**config.mk**
```make
export PLATFORM = sky130hd
export DESIGN_NAME = id_stage
export DESIGN_NICKNAME = d
export VERILOG_FILES = /design/src/common/id_pkg.sv /design/src/design/id_stage.sv /design/src/design/id_stage_reg.sv /design/src/design/branch_unit.sv /design/src/design/bypass_unit.sv /design/src/decode/inst_decoder.sv /design/src/design/gpr_file.sv
export SDC_FILE = /design/constraint.sdc
export NUM_CORES = 2
export LEC_CHECK = 0
export BUFFER_PORTS_ARGS = -buffer_cell sky130_fd_sc_hd__buf_2
export CAP_MARGIN = 20
export CORE_ASPECT_RATIO = 1.2
export CORE_MARGIN = 2
export CORE_UTILIZATION = 35
export DETAILED_ROUTE_END_ITERATION = 16
export PLACE_DENSITY = 0.57
export SYNTH_ARGS = -nofsm -noshare
export SYNTH_HDL_FRONTEND = slang
export SYNTH_HIERARCHICAL = 1
export SYNTH_SLANG_ARGS = --single-unit
```
**constraint.sdc**
```tcl
create_clock -name i_clk -period 20.5 [get_ports i_clk]
set_input_delay 3.075 -clock i_clk [delete_from_list [all_inputs] [get_ports i_clk]]
set_output_delay 3.075 -clock i_clk [all_outputs]
set_load 0.02 [all_outputs]
```
**src/common/id_pkg.sv**
```systemverilog
// decode stage widths, opcodes, funct codes, alu and branch codes, instruction union
package id_pkg;

  localparam int XLEN_DEFAULT = 64;
  localparam int INST_WD      = 32;
  localparam int GPR_ADDR_WD  = 5;

  // addi x0, x0, 0
  localparam logic [INST_WD-1:0] NOP_INST = 32'h0000_0013;

  localparam logic [6:0] OPC_LUI    = 7'b0110111;
  localparam logic [6:0] OPC_JAL    = 7'b1101111;
  localparam logic [6:0] OPC_BRANCH = 7'b1100011;
  localparam logic [6:0] OPC_LOAD   = 7'b0000011;
  localparam logic [6:0] OPC_STORE  = 7'b0100011;
  localparam logic [6:0] OPC_OPIMM  = 7'b0010011;
  localparam logic [6:0] OPC_OP     = 7'b0110011;
  localparam logic [6:0] OPC_SYSTEM = 7'b1110011;

  // branch compare kinds, by funct3
  localparam logic [2:0] F3_BEQ   = 3'b000;
  localparam logic [2:0] F3_BNE   = 3'b001;
  localparam logic [2:0] F3_DWORD = 3'b011; // ld / sd size
  localparam logic [2:0] F3_ADD   = 3'b000;

  localparam logic [6:0] F7_BASE  = 7'b0000000;
  localparam logic [6:0] F7_SUB   = 7'b0100000;

  localparam logic [1:0] ALU_ADD    = 2'd0;
  localparam logic [1:0] ALU_SUB    = 2'd1;
  localparam logic [1:0] ALU_PASS_B = 2'd2; // lui

  // one instruction word, three field views
  typedef union packed {
    struct packed {
      logic [6:0]             funct7;
      logic [GPR_ADDR_WD-1:0] rs2;
      logic [GPR_ADDR_WD-1:0] rs1;
      logic [2:0]             funct3;
      logic [GPR_ADDR_WD-1:0] rd;
      logic [6:0]             opcode;
    } r;
    struct packed {
      logic [6:0]             imm_hi;
      logic [GPR_ADDR_WD-1:0] rs2;
      logic [GPR_ADDR_WD-1:0] rs1;
      logic [2:0]             funct3;
      logic [4:0]             imm_lo;
      logic [6:0]             opcode;
    } s; // s and b formats
    struct packed {
      logic [19:0]            imm20;
      logic [GPR_ADDR_WD-1:0] rd;
      logic [6:0]             opcode;
    } u; // u and j formats
  } inst_u;

endpackage
```
**src/design/id_stage.sv**
```systemverilog
// decode stage top: stage register, decoder, register file, forwarding and branch units
`timescale 1ns/1ps

module id_stage #(
  parameter int XLEN = id_pkg::XLEN_DEFAULT
) (
  input  logic                           i_clk,
  input  logic                           i_rst_n,
  // from fetch
  input  logic                           i_fs_valid,
  input  logic [id_pkg::INST_WD-1:0]     i_fs_inst,
  input  logic [XLEN-1:0]                i_fs_pc,
  output logic                           o_ds_allowin,
  // to execute
  output logic                           o_ds_to_es_valid,
  input  logic                           i_es_allowin,
  output logic [XLEN-1:0]                o_rs1_data,
  output logic [XLEN-1:0]                o_rs2_data,
  output logic [XLEN-1:0]                o_imm,
  output logic [XLEN-1:0]                o_pc,
  output logic [id_pkg::GPR_ADDR_WD-1:0] o_rd,
  output logic [1:0]                     o_alu_op,
  output logic                           o_alu_src2_imm,
  output logic                           o_gpr_wen,
  output logic                           o_mem_ren,
  output logic                           o_mem_wen,
  output logic                           o_ebreak,
  output logic                           o_invalid_inst,
  // forwarding sources
  input  logic [id_pkg::GPR_ADDR_WD-1:0] i_es_rd,
  input  logic [XLEN-1:0]                i_es_result,
  input  logic [id_pkg::GPR_ADDR_WD-1:0] i_ms_rd,
  input  logic [XLEN-1:0]                i_ms_result,
  input  logic [id_pkg::GPR_ADDR_WD-1:0] i_ws_rd,
  input  logic [XLEN-1:0]                i_ws_result,
  input  logic                           i_es_load,
  input  logic                           i_ms_data_stall,
  // write-back port
  input  logic                           i_rf_wen,
  input  logic [id_pkg::GPR_ADDR_WD-1:0] i_rf_waddr,
  input  logic [XLEN-1:0]                i_rf_wdata,
  // to fetch
  output logic                           o_br_taken,
  output logic [XLEN-1:0]                o_br_target,
  output logic                           o_br_stall
);

  logic                           ds_valid;
  id_pkg::inst_u                  ds_inst;
  logic [id_pkg::GPR_ADDR_WD-1:0] rs1;
  logic [id_pkg::GPR_ADDR_WD-1:0] rs2;
  logic [XLEN-1:0]                rf_rdata1;
  logic [XLEN-1:0]                rf_rdata2;
  logic                           br_eq;
  logic                           br_ne;
  logic                           jal;
  logic                           load_stall;
  logic                           stall;

  id_stage_reg #(.XLEN(XLEN)) u_stage_reg (
    .i_clk            (i_clk),
    .i_rst_n          (i_rst_n),
    .i_fs_valid       (i_fs_valid),
    .i_fs_inst        (i_fs_inst),
    .i_fs_pc          (i_fs_pc),
    .i_es_allowin     (i_es_allowin),
    .i_stall          (stall),
    .i_br_taken       (o_br_taken),
    .o_ds_allowin     (o_ds_allowin),
    .o_ds_to_es_valid (o_ds_to_es_valid),
    .o_valid          (ds_valid),
    .o_inst           (ds_inst),
    .o_pc             (o_pc)
  );

  inst_decoder #(.XLEN(XLEN)) u_decoder (
    .i_inst           (ds_inst),
    .o_rs1            (rs1),
    .o_rs2            (rs2),
    .o_rd             (o_rd),
    .o_imm            (o_imm),
    .o_alu_op         (o_alu_op),
    .o_alu_src2_imm   (o_alu_src2_imm),
    .o_gpr_wen        (o_gpr_wen),
    .o_mem_ren        (o_mem_ren),
    .o_mem_wen        (o_mem_wen),
    .o_br_eq          (br_eq),
    .o_br_ne          (br_ne),
    .o_jal            (jal),
    .o_ebreak         (o_ebreak),
    .o_invalid_inst   (o_invalid_inst)
  );

  gpr_file #(.XLEN(XLEN)) u_gpr_file (
    .i_clk            (i_clk),
    .i_raddr1         (rs1),
    .i_raddr2         (rs2),
    .i_wen            (i_rf_wen),
    .i_waddr          (i_rf_waddr),
    .i_wdata          (i_rf_wdata),
    .o_rdata1         (rf_rdata1),
    .o_rdata2         (rf_rdata2)
  );

  bypass_unit #(.XLEN(XLEN)) u_bypass (
    .i_rs1            (rs1),
    .i_rs2            (rs2),
    .i_rf_data1       (rf_rdata1),
    .i_rf_data2       (rf_rdata2),
    .i_es_rd          (i_es_rd),
    .i_es_result      (i_es_result),
    .i_ms_rd          (i_ms_rd),
    .i_ms_result      (i_ms_result),
    .i_ws_rd          (i_ws_rd),
    .i_ws_result      (i_ws_result),
    .i_es_load        (i_es_load),
    .i_ms_data_stall  (i_ms_data_stall),
    .o_rs1_data       (o_rs1_data),
    .o_rs2_data       (o_rs2_data),
    .o_load_stall     (load_stall),
    .o_stall          (stall)
  );

  branch_unit #(.XLEN(XLEN)) u_branch (
    .i_valid          (ds_valid),
    .i_pc             (o_pc),
    .i_imm            (o_imm),
    .i_rs1_data       (o_rs1_data),
    .i_rs2_data       (o_rs2_data),
    .i_br_eq          (br_eq),
    .i_br_ne          (br_ne),
    .i_jal            (jal),
    .i_load_stall     (load_stall),
    .o_br_taken       (o_br_taken),
    .o_br_target      (o_br_target),
    .o_br_stall       (o_br_stall)
  );

endmodule

```
**src/design/id_stage_reg.sv**
```systemverilog
// decode stage valid, instruction and pc register with allowin and branch squash
`timescale 1ns/1ps

module id_stage_reg #(
  parameter int XLEN = 64
) (
  input  logic                       i_clk,
  input  logic                       i_rst_n,
  input  logic                       i_fs_valid,
  input  logic [id_pkg::INST_WD-1:0] i_fs_inst,
  input  logic [XLEN-1:0]            i_fs_pc,
  input  logic                       i_es_allowin,
  input  logic                       i_stall,
  input  logic                       i_br_taken,
  output logic                       o_ds_allowin,
  output logic                       o_ds_to_es_valid,
  output logic                       o_valid,
  output id_pkg::inst_u              o_inst,
  output logic [XLEN-1:0]            o_pc
);

  logic ready_go;
  logic capture;

  assign ready_go         = ~i_stall;
  assign o_ds_allowin     = ~o_valid | (ready_go & i_es_allowin);
  assign o_ds_to_es_valid = o_valid & ready_go;
  assign capture          = i_fs_valid & o_ds_allowin;

  always_ff @(posedge i_clk) begin
    if (!i_rst_n) begin
      o_valid <= 1'b0;
    end else if (o_ds_allowin) begin
      o_valid <= i_fs_valid;
    end
  end

  // word fetched down the wrong path becomes a nop, pc kept
  always_ff @(posedge i_clk) begin
    if (capture) begin
      o_inst <= i_br_taken ? id_pkg::NOP_INST : i_fs_inst;
      o_pc   <= i_fs_pc;
    end
  end

  // stalled instruction is not passed on and is still held next cycle
  a_stall_holds : assert property (
    @(posedge i_clk) disable iff (!i_rst_n)
    (o_valid && i_stall) |-> !o_ds_to_es_valid ##1 (o_valid && $stable(o_pc))
  );

endmodule

```
**src/design/branch_unit.sv**
```systemverilog
// branch compare, jal, taken flag, target and branch stall
`timescale 1ns/1ps

module branch_unit #(
  parameter int XLEN = 64
) (
  input  logic            i_valid,
  input  logic [XLEN-1:0] i_pc,
  input  logic [XLEN-1:0] i_imm,
  input  logic [XLEN-1:0] i_rs1_data,
  input  logic [XLEN-1:0] i_rs2_data,
  input  logic            i_br_eq,
  input  logic            i_br_ne,
  input  logic            i_jal,
  input  logic            i_load_stall,
  output logic            o_br_taken,
  output logic [XLEN-1:0] o_br_target,
  output logic            o_br_stall
);

  logic equal;

  assign equal       = (i_rs1_data == i_rs2_data);
  assign o_br_taken  = i_valid & (i_jal | (i_br_eq & equal) | (i_br_ne & ~equal));
  assign o_br_target = i_pc + i_imm;
  assign o_br_stall  = o_br_taken & i_load_stall;

endmodule

```
**src/design/bypass_unit.sv**
```systemverilog
// operand forwarding muxes, load-use and memory-data stall detection
`timescale 1ns/1ps

module bypass_unit #(
  parameter int XLEN = 64
) (
  input  logic [id_pkg::GPR_ADDR_WD-1:0] i_rs1,
  input  logic [id_pkg::GPR_ADDR_WD-1:0] i_rs2,
  input  logic [XLEN-1:0]                i_rf_data1,
  input  logic [XLEN-1:0]                i_rf_data2,
  input  logic [id_pkg::GPR_ADDR_WD-1:0] i_es_rd,
  input  logic [XLEN-1:0]                i_es_result,
  input  logic [id_pkg::GPR_ADDR_WD-1:0] i_ms_rd,
  input  logic [XLEN-1:0]                i_ms_result,
  input  logic [id_pkg::GPR_ADDR_WD-1:0] i_ws_rd,
  input  logic [XLEN-1:0]                i_ws_result,
  input  logic                           i_es_load,
  input  logic                           i_ms_data_stall,
  output logic [XLEN-1:0]                o_rs1_data,
  output logic [XLEN-1:0]                o_rs2_data,
  output logic                           o_load_stall,
  output logic                           o_stall
);

  logic es_hit1;
  logic es_hit2;
  logic ms_hit1;
  logic ms_hit2;
  logic ws_hit1;
  logic ws_hit2;
  logic ms_sel;

  function automatic logic src_hit(
    input logic [id_pkg::GPR_ADDR_WD-1:0] src_rd,
    input logic [id_pkg::GPR_ADDR_WD-1:0] rs
  );
    return (src_rd != '0) && (src_rd == rs); // x0 never forwards
  endfunction

  assign es_hit1 = src_hit(i_es_rd, i_rs1);
  assign es_hit2 = src_hit(i_es_rd, i_rs2);
  assign ms_hit1 = src_hit(i_ms_rd, i_rs1);
  assign ms_hit2 = src_hit(i_ms_rd, i_rs2);
  assign ws_hit1 = src_hit(i_ws_rd, i_rs1);
  assign ws_hit2 = src_hit(i_ws_rd, i_rs2);

  // youngest producer wins
  assign o_rs1_data = es_hit1 ? i_es_result :
                      ms_hit1 ? i_ms_result :
                      ws_hit1 ? i_ws_result : i_rf_data1;
  assign o_rs2_data = es_hit2 ? i_es_result :
                      ms_hit2 ? i_ms_result :
                      ws_hit2 ? i_ws_result : i_rf_data2;

  // memory stage actually picked for an operand
  assign ms_sel = (ms_hit1 & ~es_hit1) | (ms_hit2 & ~es_hit2);

  assign o_load_stall = i_es_load & (es_hit1 | es_hit2);
  assign o_stall      = o_load_stall | (i_ms_data_stall & ms_sel);

endmodule

```
**src/decode/inst_decoder.sv**
```systemverilog
// field extraction, immediate build and control decode for the supported subset
`timescale 1ns/1ps

module inst_decoder #(
  parameter int XLEN = 64
) (
  input  id_pkg::inst_u                  i_inst,
  output logic [id_pkg::GPR_ADDR_WD-1:0] o_rs1,
  output logic [id_pkg::GPR_ADDR_WD-1:0] o_rs2,
  output logic [id_pkg::GPR_ADDR_WD-1:0] o_rd,
  output logic [XLEN-1:0]                o_imm,
  output logic [1:0]                     o_alu_op,
  output logic                           o_alu_src2_imm,
  output logic                           o_gpr_wen,
  output logic                           o_mem_ren,
  output logic                           o_mem_wen,
  output logic                           o_br_eq,
  output logic                           o_br_ne,
  output logic                           o_jal,
  output logic                           o_ebreak,
  output logic                           o_invalid_inst
);

  logic [31:0] imm_i;
  logic [31:0] imm_s;
  logic [31:0] imm_b;
  logic [31:0] imm_u;
  logic [31:0] imm_j;
  logic [31:0] imm_sel;
  logic        legal;
  logic        use_rs1;
  logic        use_rs2;
  logic        use_rd;
  logic [1:0]  alu_op;
  logic        src2_imm;
  logic        ld_sel;
  logic        st_sel;
  logic        beq_sel;
  logic        bne_sel;
  logic        jal_sel;
  logic        ebreak_sel;

  assign imm_i = {{20{i_inst.r.funct7[6]}}, i_inst.r.funct7, i_inst.r.rs2};
  assign imm_s = {{20{i_inst.s.imm_hi[6]}}, i_inst.s.imm_hi, i_inst.s.imm_lo};
  assign imm_b = {{20{i_inst.s.imm_hi[6]}}, i_inst.s.imm_lo[0], i_inst.s.imm_hi[5:0],
                  i_inst.s.imm_lo[4:1], 1'b0};
  assign imm_u = {i_inst.u.imm20, 12'b0};
  assign imm_j = {{12{i_inst.u.imm20[19]}}, i_inst.u.imm20[7:0], i_inst.u.imm20[8],
                  i_inst.u.imm20[18:9], 1'b0};

  always_comb begin
    legal      = 1'b1;
    use_rs1    = 1'b0;
    use_rs2    = 1'b0;
    use_rd     = 1'b0;
    imm_sel    = '0;
    alu_op     = id_pkg::ALU_ADD;
    src2_imm   = 1'b0;
    ld_sel     = 1'b0;
    st_sel     = 1'b0;
    beq_sel    = 1'b0;
    bne_sel    = 1'b0;
    jal_sel    = 1'b0;
    ebreak_sel = 1'b0;
    case (i_inst.r.opcode)
      id_pkg::OPC_LUI: begin
        use_rd   = 1'b1;
        imm_sel  = imm_u;
        alu_op   = id_pkg::ALU_PASS_B;
        src2_imm = 1'b1;
      end
      id_pkg::OPC_JAL: begin
        use_rd  = 1'b1;
        imm_sel = imm_j;
        jal_sel = 1'b1; // link value formed in execute
      end
      id_pkg::OPC_BRANCH: begin
        use_rs1 = 1'b1;
        use_rs2 = 1'b1;
        imm_sel = imm_b;
        alu_op  = id_pkg::ALU_SUB;
        beq_sel = (i_inst.s.funct3 == id_pkg::F3_BEQ);
        bne_sel = (i_inst.s.funct3 == id_pkg::F3_BNE);
        legal   = beq_sel | bne_sel;
      end
      id_pkg::OPC_LOAD: begin
        use_rs1  = 1'b1;
        use_rd   = 1'b1;
        imm_sel  = imm_i;
        src2_imm = 1'b1;
        ld_sel   = 1'b1;
        legal    = (i_inst.r.funct3 == id_pkg::F3_DWORD);
      end
      id_pkg::OPC_STORE: begin
        use_rs1  = 1'b1;
        use_rs2  = 1'b1;
        imm_sel  = imm_s;
        src2_imm = 1'b1;
        st_sel   = 1'b1;
        legal    = (i_inst.s.funct3 == id_pkg::F3_DWORD);
      end
      id_pkg::OPC_OPIMM: begin
        use_rs1  = 1'b1;
        use_rd   = 1'b1;
        imm_sel  = imm_i;
        src2_imm = 1'b1;
        legal    = (i_inst.r.funct3 == id_pkg::F3_ADD);
      end
      id_pkg::OPC_OP: begin
        use_rs1 = 1'b1;
        use_rs2 = 1'b1;
        use_rd  = 1'b1;
        alu_op  = (i_inst.r.funct7 == id_pkg::F7_SUB) ? id_pkg::ALU_SUB : id_pkg::ALU_ADD;
        legal   = (i_inst.r.funct3 == id_pkg::F3_ADD) &&
                  ((i_inst.r.funct7 == id_pkg::F7_BASE) || (i_inst.r.funct7 == id_pkg::F7_SUB));
      end
      id_pkg::OPC_SYSTEM: begin
        // only ebreak, all other fields fixed
        ebreak_sel = 1'b1;
        legal      = (i_inst.r.funct7 == 7'd0) && (i_inst.r.rs2 == 5'd1) &&
                     (i_inst.r.rs1 == 5'd0) && (i_inst.r.funct3 == 3'd0) &&
                     (i_inst.r.rd == 5'd0);
      end
      default: legal = 1'b0;
    endcase
  end

  assign o_rs1          = (legal && use_rs1) ? i_inst.r.rs1 : '0;
  assign o_rs2          = (legal && use_rs2) ? i_inst.r.rs2 : '0;
  assign o_rd           = (legal && use_rd) ? i_inst.r.rd : '0;
  assign o_imm          = legal ? XLEN'($signed(imm_sel)) : '0;
  assign o_alu_op       = alu_op;
  assign o_alu_src2_imm = legal & src2_imm;
  assign o_gpr_wen      = |o_rd; // x0 target is no write
  assign o_mem_ren      = legal & ld_sel;
  assign o_mem_wen      = legal & st_sel;
  assign o_br_eq        = legal & beq_sel;
  assign o_br_ne        = legal & bne_sel;
  assign o_jal          = legal & jal_sel;
  assign o_ebreak       = legal & ebreak_sel;
  assign o_invalid_inst = ~legal;

  always_comb begin
    a_mem_onehot : assert final (!(o_mem_ren && o_mem_wen))
      else $error("load and store decoded from one word");
  end

endmodule

```
**src/design/gpr_file.sv**
```systemverilog
// 32-entry register file, two async read ports, one sync write port
`timescale 1ns/1ps

module gpr_file #(
  parameter int XLEN = 64
) (
  input  logic                           i_clk,
  input  logic [id_pkg::GPR_ADDR_WD-1:0] i_raddr1,
  input  logic [id_pkg::GPR_ADDR_WD-1:0] i_raddr2,
  input  logic                           i_wen,
  input  logic [id_pkg::GPR_ADDR_WD-1:0] i_waddr,
  input  logic [XLEN-1:0]                i_wdata,
  output logic [XLEN-1:0]                o_rdata1,
  output logic [XLEN-1:0]                o_rdata2
);

  logic [XLEN-1:0] regs [2**id_pkg::GPR_ADDR_WD];

  always_ff @(posedge i_clk) begin
    if (i_wen && (i_waddr != '0)) begin
      regs[i_waddr] <= i_wdata;
    end
  end

  // x0 hardwired
  assign o_rdata1 = (i_raddr1 == '0) ? '0 : regs[i_raddr1];
  assign o_rdata2 = (i_raddr2 == '0) ? '0 : regs[i_raddr2];

  // read after write sees new data, x0 stays zero
  a_write_read : assert property (
    @(posedge i_clk)
    (i_wen ##1 (i_raddr1 == $past(i_waddr))) |->
      (o_rdata1 == (($past(i_waddr) == '0) ? '0 : $past(i_wdata)))
  );

endmodule

```
Word-level counts from Yosys, hierarchy flattened
Memories as Yosys holds them, arrays and structs flattened.
Cells that the tools add are included.
- add/subtract/negate cells: 1
- multiply operators: 0
- div/mod/pow operators: 0
- order comparisons: 0
- equality and inequality tests: 19
- shift-type cells: 0
- mux-type cells: 28
- bitwise logic cells: 31
- reductions and logical operators: 34
- operators with widths (operator ; count):
    $mux 64 ; 9
    $pmux 32 s5 ; 1
    $add 64x64->64 ; 1
    $eq 64x64->1 ; 1
    $eq 5x5->1 ; 6
    $eq 7x6->1 const B ; 4
    $eq 7x7->1 const B ; 3
    $logic_not 5->1 ; 4
    $reduce_bool 5->1 ; 4
    $and 1x1->1 ; 18
    $logic_and 1x1->1 ; 15
    $mux 5 ; 3
    $reduce_or 5->1 ; 3
    $mux 1 ; 13
    $eq 7x2->1 const B ; 1
    $eq 7x5->1 const B ; 1
    $logic_not 7->1 ; 1
    $or 1x1->1 ; 7
    $not 1->1 ; 6
    $pmux 1 s6 ; 1
    $pmux 2 s3 ; 1
    $reduce_or 2->1 ; 3
    $eq 5x1->1 const B ; 1
    $reduce_or 4->1 ; 1
    5 further kinds ; 5
- register bits after elaboration: 97
- latch bits: 0
- memory bits (writable): 2048
- bits in read-only memories: 0
- bits of input ports: 379
- output and inout bits: 337
- word-level logic and storage cells: 117
- memories kept: 1
- memory list (name ; depth ; width ; read ports ; clocked after memory_dff ; wr ports ; RTL line ; RTL):
    u_gpr_file.regs ; 32 ; 64 ; 2 ; 0 ; 1 ; gpr_file.sv:17 ; logic [XLEN-1:0] regs [2**id_pkg::GPR_ADDR_WD];

Depth between registers and ports, before layout
- word-level depth: 19
- gate-level depth with buffers: 28
- depth with buffers taken out: 18

Hierarchy
Netlist, hierarchy kept.
- modules (own cells, without submodules) (module ; instances ; cells an instance ; area each (um^2) ; sequential area each (um^2)):
    gpr_file ; 1 ; 4565 ; 93922.6 ; 61499.0
    bypass_unit ; 1 ; 853 ; 4953.5 ; 0.0
    branch_unit ; 1 ; 632 ; 4443.0 ; 0.0
    id_stage_reg ; 1 ; 139 ; 3164.3 ; 2902.8
    inst_decoder ; 1 ; 214 ; 1400.1 ; 0.0

Worst setup path after synthesis
Ideal clock, no wire load.
- kind: in2reg
- start point: in i_es_rd[3] (netlist name)
- end point: reg u_stage_reg/o_inst[0] (netlist name), enable pin
- data arrival time: 11.198 ns
- required time: 19.802 ns
- slack: 8.604 ns
- stages on the path: 8
- cells stage by stage: xor2_1 -> nor3_1 -> and4_1 -> buf_2 -> o22ai_1 -> a21o_1 -> nand2b_1 -> a21boi_0
- longest elaborated chain between the ends: 11
- ends and longest elaborated chain (element ; RTL line ; RTL):
    start: declaration ; id_stage.sv:30 ; input logic [id_pkg::GPR_ADDR_WD-1:0] i_es_rd,
    $eq 5x5->1 / $reduce_bool 5->1 (equally long branches) ; bypass_unit.sv:37 ; return (src_rd != '0) && (src_rd == rs);
    $logic_and 1x1->1 ; bypass_unit.sv:37 ;
    $not 1->1 ; bypass_unit.sv:56 ; assign ms_sel = (ms_hit1 & ~es_hit1) | (ms_hit2 & ~es_hit2);
    $and 1x1->1 ; bypass_unit.sv:56 ;
    $or 1x1->1 ; bypass_unit.sv:56 ;
    $and 1x1->1 ; bypass_unit.sv:59 ; assign o_stall = o_load_stall | (i_ms_data_stall & ms_sel);
    $or 1x1->1 * ; bypass_unit.sv:59 ;
    via stall ; id_stage.sv:58 ; logic stall;
    $not 1->1 * ; id_stage_reg.sv:25 ; assign ready_go = ~i_stall;
    $and 1x1->1 * ; id_stage_reg.sv:26 ; assign o_ds_allowin = ~o_valid | (ready_go & i_es_allowin);
    $or 1x1->1 * ; id_stage_reg.sv:26 ;
    $and 1x1->1 * ; id_stage_reg.sv:28 ; assign capture = i_fs_valid & o_ds_allowin;
    via u_stage_reg.capture ; id_stage_reg.sv:23 ; logic capture;
    end signal: assignment ; id_stage_reg.sv:41 ; o_inst <= i_br_taken ? id_pkg::NOP_INST : i_fs_inst;
    end: declaration ; id_stage_reg.sv:18 ; output id_pkg::inst_u o_inst,
Mark *: on every way through the listed nets, which the timed path passes. The rest lies on a longest branch.
A chain may end at the register's enable or synchronous reset.

Final worst setup path
- start point: reg u_stage_reg/o_inst[3] (netlist name)
- end point: out o_br_stall
- longest elaborated chain between the ends: 16
- ends and longest elaborated chain (element ; RTL line ; RTL):
    $eq 7x2->1, or another cell as far along ; inst_decoder.sv:65 ; case (i_inst.r.opcode)
    $reduce_or 2->1 (no line) / $reduce_or 3->1 (equally long branches) ; -- ;
    $pmux 1 s6 / $mux 1 (equally long branches) ; inst_decoder.sv:65 ;
    $logic_and 1x1->1 * ; inst_decoder.sv:129 ; assign o_rs2 = (legal && use_rs2) ? i_inst.r.rs2 : '0;
    $mux 5 * ; inst_decoder.sv:129 ;
    via rs2, one bit ; id_stage.sv:51 ; logic [id_pkg::GPR_ADDR_WD-1:0] rs2;
    $mem_v2 32x64 / $logic_not 5->1 (equally long branches) ; -- ;
    $mux 64 * ; gpr_file.sv:27 ; assign o_rdata2 = (i_raddr2 == '0) ? '0 : regs[i_raddr2];
    via rf_rdata2[43] ; id_stage.sv:53 ; logic [XLEN-1:0] rf_rdata2;
    (+1 left out) ; -- ;
    $mux 64 * ; bypass_unit.sv:52 ; ms_hit2 ? i_ms_result :
    $mux 64 * ; bypass_unit.sv:51 ; assign o_rs2_data = es_hit2 ? i_es_result :
    $eq 64x64->1 * ; branch_unit.sv:23 ; assign equal = (i_rs1_data == i_rs2_data);
    $and 1x1->1 / $not 1->1 (equally long branches) ; branch_unit.sv:24 ; assign o_br_taken = i_valid & (i_jal | (i_br_eq & equal) | (i_br_ne & ~equal));
    $or 1x1->1 / $and 1x1->1 (equally long branches) ; branch_unit.sv:24 ;
    $or 1x1->1 * ; branch_unit.sv:24 ;
    $and 1x1->1 * ; branch_unit.sv:24 ;
    $and 1x1->1 * ; branch_unit.sv:26 ; assign o_br_stall = o_br_taken & i_load_stall;
    end: declaration ; id_stage.sv:45 ; output logic o_br_stall
Marks and branches as above.

==> results.json <==
{
  "port_buffers": 715,
  "yosysTopAreaCell": "edfxtp_1",
  "end_kind": "primary output",
  "arrival_ns": 11.64,
  "dp_cells": 10900,
  "finalWirelength_um": 450000,
  "htree_levels": 4,
  "synth_area_leaders": "edfxtp_1 60%, mux4_2 19%, mux2i_1 2.6%, mux2_2 1.6%, o221a_1 1.3%",
  "nFillCells": 27800,
  "synth_top_flop_cell": "edfxtp_1",
  "reg2reg_to": "u_stage_reg/o_inst[31]",
  "avgRoutedWirePerCell_um": 39.7,
  "timing.rr.start": "u_stage_reg/o_inst[3]",
  "nets": 7528,
  "overflow": 0,
  "period_share_pct": 71.8,
  "ir_worst_vdd_mv": 0.0739,
  "insertion_delay_ns": 0.96,
  "rsz0062_at_grt": "false",
  "cp-start-kind": "flip-flop",
  "postCtsHoldBufs": 0,
  "grt_usage_pct": 28.0,
  "hold_path.class": "reg2reg",
  "synth_commonest_cells": "2144 x edfxtp_1, 920 x mux4_2, 344 x nand2_1",
  "antenna_found_initial": 90,
  "cp_max_fo": 45,
  "place_congestion": 0.920,
  "tightest_slew_ns": 1.22,
  "clkSlewWorstSetupHoldPaths_ns": 0.06,
  "grt_max_degree": 100,
  "holdPathEnd": "u_stage_reg/o_valid",
  "yosys_warnings": 6,
  "io_pins": 716,
  "hold_violations": 0,
  "drcViolationCount": 0,
  "cts_inserted_buffers": 228,
  "core_um2": 307000,
  "yosys_register_bits": 2145,
  "fp.dieW_um": 511,
  "tns_ns": 0,
  "finalMaxSlewViolations": 0,
  "post-cts-setup-buffers": 0,
  "ys_async_sr_fraction_pct": 0,
  "drive_above_1_share_pct": 33.2,
  "crit_required_ns": 17.43,
  "numClockSinks": 2145,
  "rrSetupSlack_ns": 9.46,
  "vias": 72700,
  "rr_worst_depth": 25,
  "syn_inst": 6403,
  "stdcell_count": 11300,
  "die_h_um": 612,
  "seq_area_um2": 64400,
  "grt_pass1_wl_um": 606000,
  "slew_headroom_pct": 17.9,
  "period_minus_slack_ns": 14.72,
  "yosys.cell_count.top_type": "edfxtp_1",
  "setup_viol": 0,
  "cts_tree": "built",
  "synthDistinctLibCells": 101,
  "vias_per_cell": 6.41,
  "die-area_um2": 313000,
  "synth_edf_count": 2144,
  "syn_area_per_cell_um2": 16.8,
  "start_util_pct": 35.1,
  "grt_pass1_vias": 71700,
  "synthToLayoutAreaGrowth_pct": 14.6,
  "hp-start": "u_stage_reg/o_valid",
  "cts-resized-gates": 0,
  "cts-root-buf": "clkbuf_16",
  "post-route-cell-area_um2": 124000,
  "ys_seq_area_share_pct": 59.7,
  "postRouteAntennaNets": 0,
  "placed_cell_area_um2": 116000,
  "critPathKind": "reg2out",
  "hold_path_depth": 2,
  "max_freq_mhz": 67.9,
  "powerDensity_nw_per_um2": 77.4,
  "clk_path_buf_depth": 4,
  "maxCapViolCount": 0,
  "drtIter0Drc": 10200,
  "power.leakage_nw": 39.3,
  "status": "finished clean",
  "multi_input_area_um2": 40800,
  "firstDrtPassIters": 6,
  "dpl.hpwl_um": 277000,
  "rows": 223,
  "synth_top_area_share_pct": 59.7,
  "fin_skew_ns": 0.0567,
  "netlist_area_um2": 108000,
  "total_power_mw": 9.57
}
## worst max path at each step
| stage | start | end | slack (ns) | cells past startpoint |
|---|---|---|---|---|
| 6_report | u_stage_reg/o_inst[3] | o_br_stall | 5.78 | 26 |
| 5_1_grt | u_stage_reg/o_inst[3] | o_br_stall | 5.60 | 26 |
| 4_1_cts | u_stage_reg/o_inst[3] | o_br_stall | 5.40 | 25 |
| 3_5_place_dp | u_stage_reg/o_inst[3] | o_br_stall | 6.42 | 25 |
| 3_3_place_gp | u_stage_reg/o_inst[3] | o_br_stall | 5.75 | 24 |
| 2_1_floorplan | i_es_rd[3] | u_stage_reg/o_inst[0] | 8.60 | 8 |
## critical path, cell delays in order, from the launching register on
cell	delay, ns
edfxtp_1	0.53
nand4bb_1	0.57
a2111oi_4	0.47
nor2_2	0.18
buf_4	0.26
a21oi_4	0.14
buf_4	0.59
buf_4	0.72
buf_4	0.64
or3b_4	0.64
buf_4	0.42
o221ai_1	0.28
a211oi_1	0.07
nor3_1	0.59
inv_1	0.10
o221a_1	0.32
o21ai_1	0.20
xnor2_1	0.50
nand4_1	0.76
nor4_1	0.63
buf_2	0.27
nand4_1	0.43
mux2_2	0.44
o21a_1	0.29
buf_16	0.22
and2_1	0.16
buf_2	0.15
## layer usage
layer | up-vias | wire length (µm) | track usage, %
met2 | 4970 | 211000 | 45.2
met3 | 1216 | 46800 | 6.91
met4 | 42 | 36900 | 19.5
li1 | 28100 | - | -
met1 | 38400 | 156000 | 33.0
met5 | - | 285 | 0
## power breakdown
group          total [mW]  switching (mW)  internal (mW)
Sequential           4.95          0.0456           4.90
Combinational       0.474           0.329          0.145
Clock                4.14            1.80           2.34
## cell type report
class                      instances  share of cell area, %
inverter                         152                  0.468
sequential                      2145                   52.1
tap                             4050                   4.10
timing repair buffer             924                   4.42
clock inverter                   136                   1.07
multi-input combinational       3634                   33.0
antenna                           34                 0.0688
clock buffer                     272                   4.77
## cells in the final DEF, fill, tap and decap left out, drive strengths merged, types with 83 or more instances in the layout
cell / synthesis / final
edfxtp: 2144 / 2144
buf: 331 / 923
mux4: 920 / 920
nand2: 345 / 345
o21ai: 301 / 301
mux2i: 285 / 285
clkbuf: 202 / 273
inv: 152 / 161
mux2: 150 / 150
o221a: 128 / 128
xnor2: 121 / 121
a21oi: 121 / 121
nor2: 110 / 110
clkinv: 0 / 97
a21o: 91 / 91
nor3: 83 / 83
## sequential cells by signal, summed over array words and instances, names as in the netlist
| signal | flops |
|---|---|
| u_stage_reg/o_valid | 1 |
| u_stage_reg/o_inst | 32 |
| u_stage_reg/o_pc | 64 |
| u_gpr_file/regs | 2048 |
## stage by stage
step,hold WS [ns],util [%],setup slack [ns]
final,0.749,40.2,5.78
after global routing,0.743,40.2,5.60
after CTS,0.717,40.2,5.40
after detailed placement,0.708,37.8,6.42
after global placement,0.703,37.8,5.75
after floorplan,0.527,-,8.60
## cells by family after synthesis
group                    Yosys count  share of synthesized area, %
other                              1                       0.00348
XOR/XNOR                         155                          1.26
AND/OR/NAND/NOR                  830                          3.86
AO/OA/AOI/OAI                   1166                          7.84
multiplexers                    1355                          23.4
flip-flops                      2145                          59.7
adder cells (fa/ha/maj)           64                         0.749
buffers and inverters            687                          3.18
No activity file was read; power rests on OpenSTA's default activity.
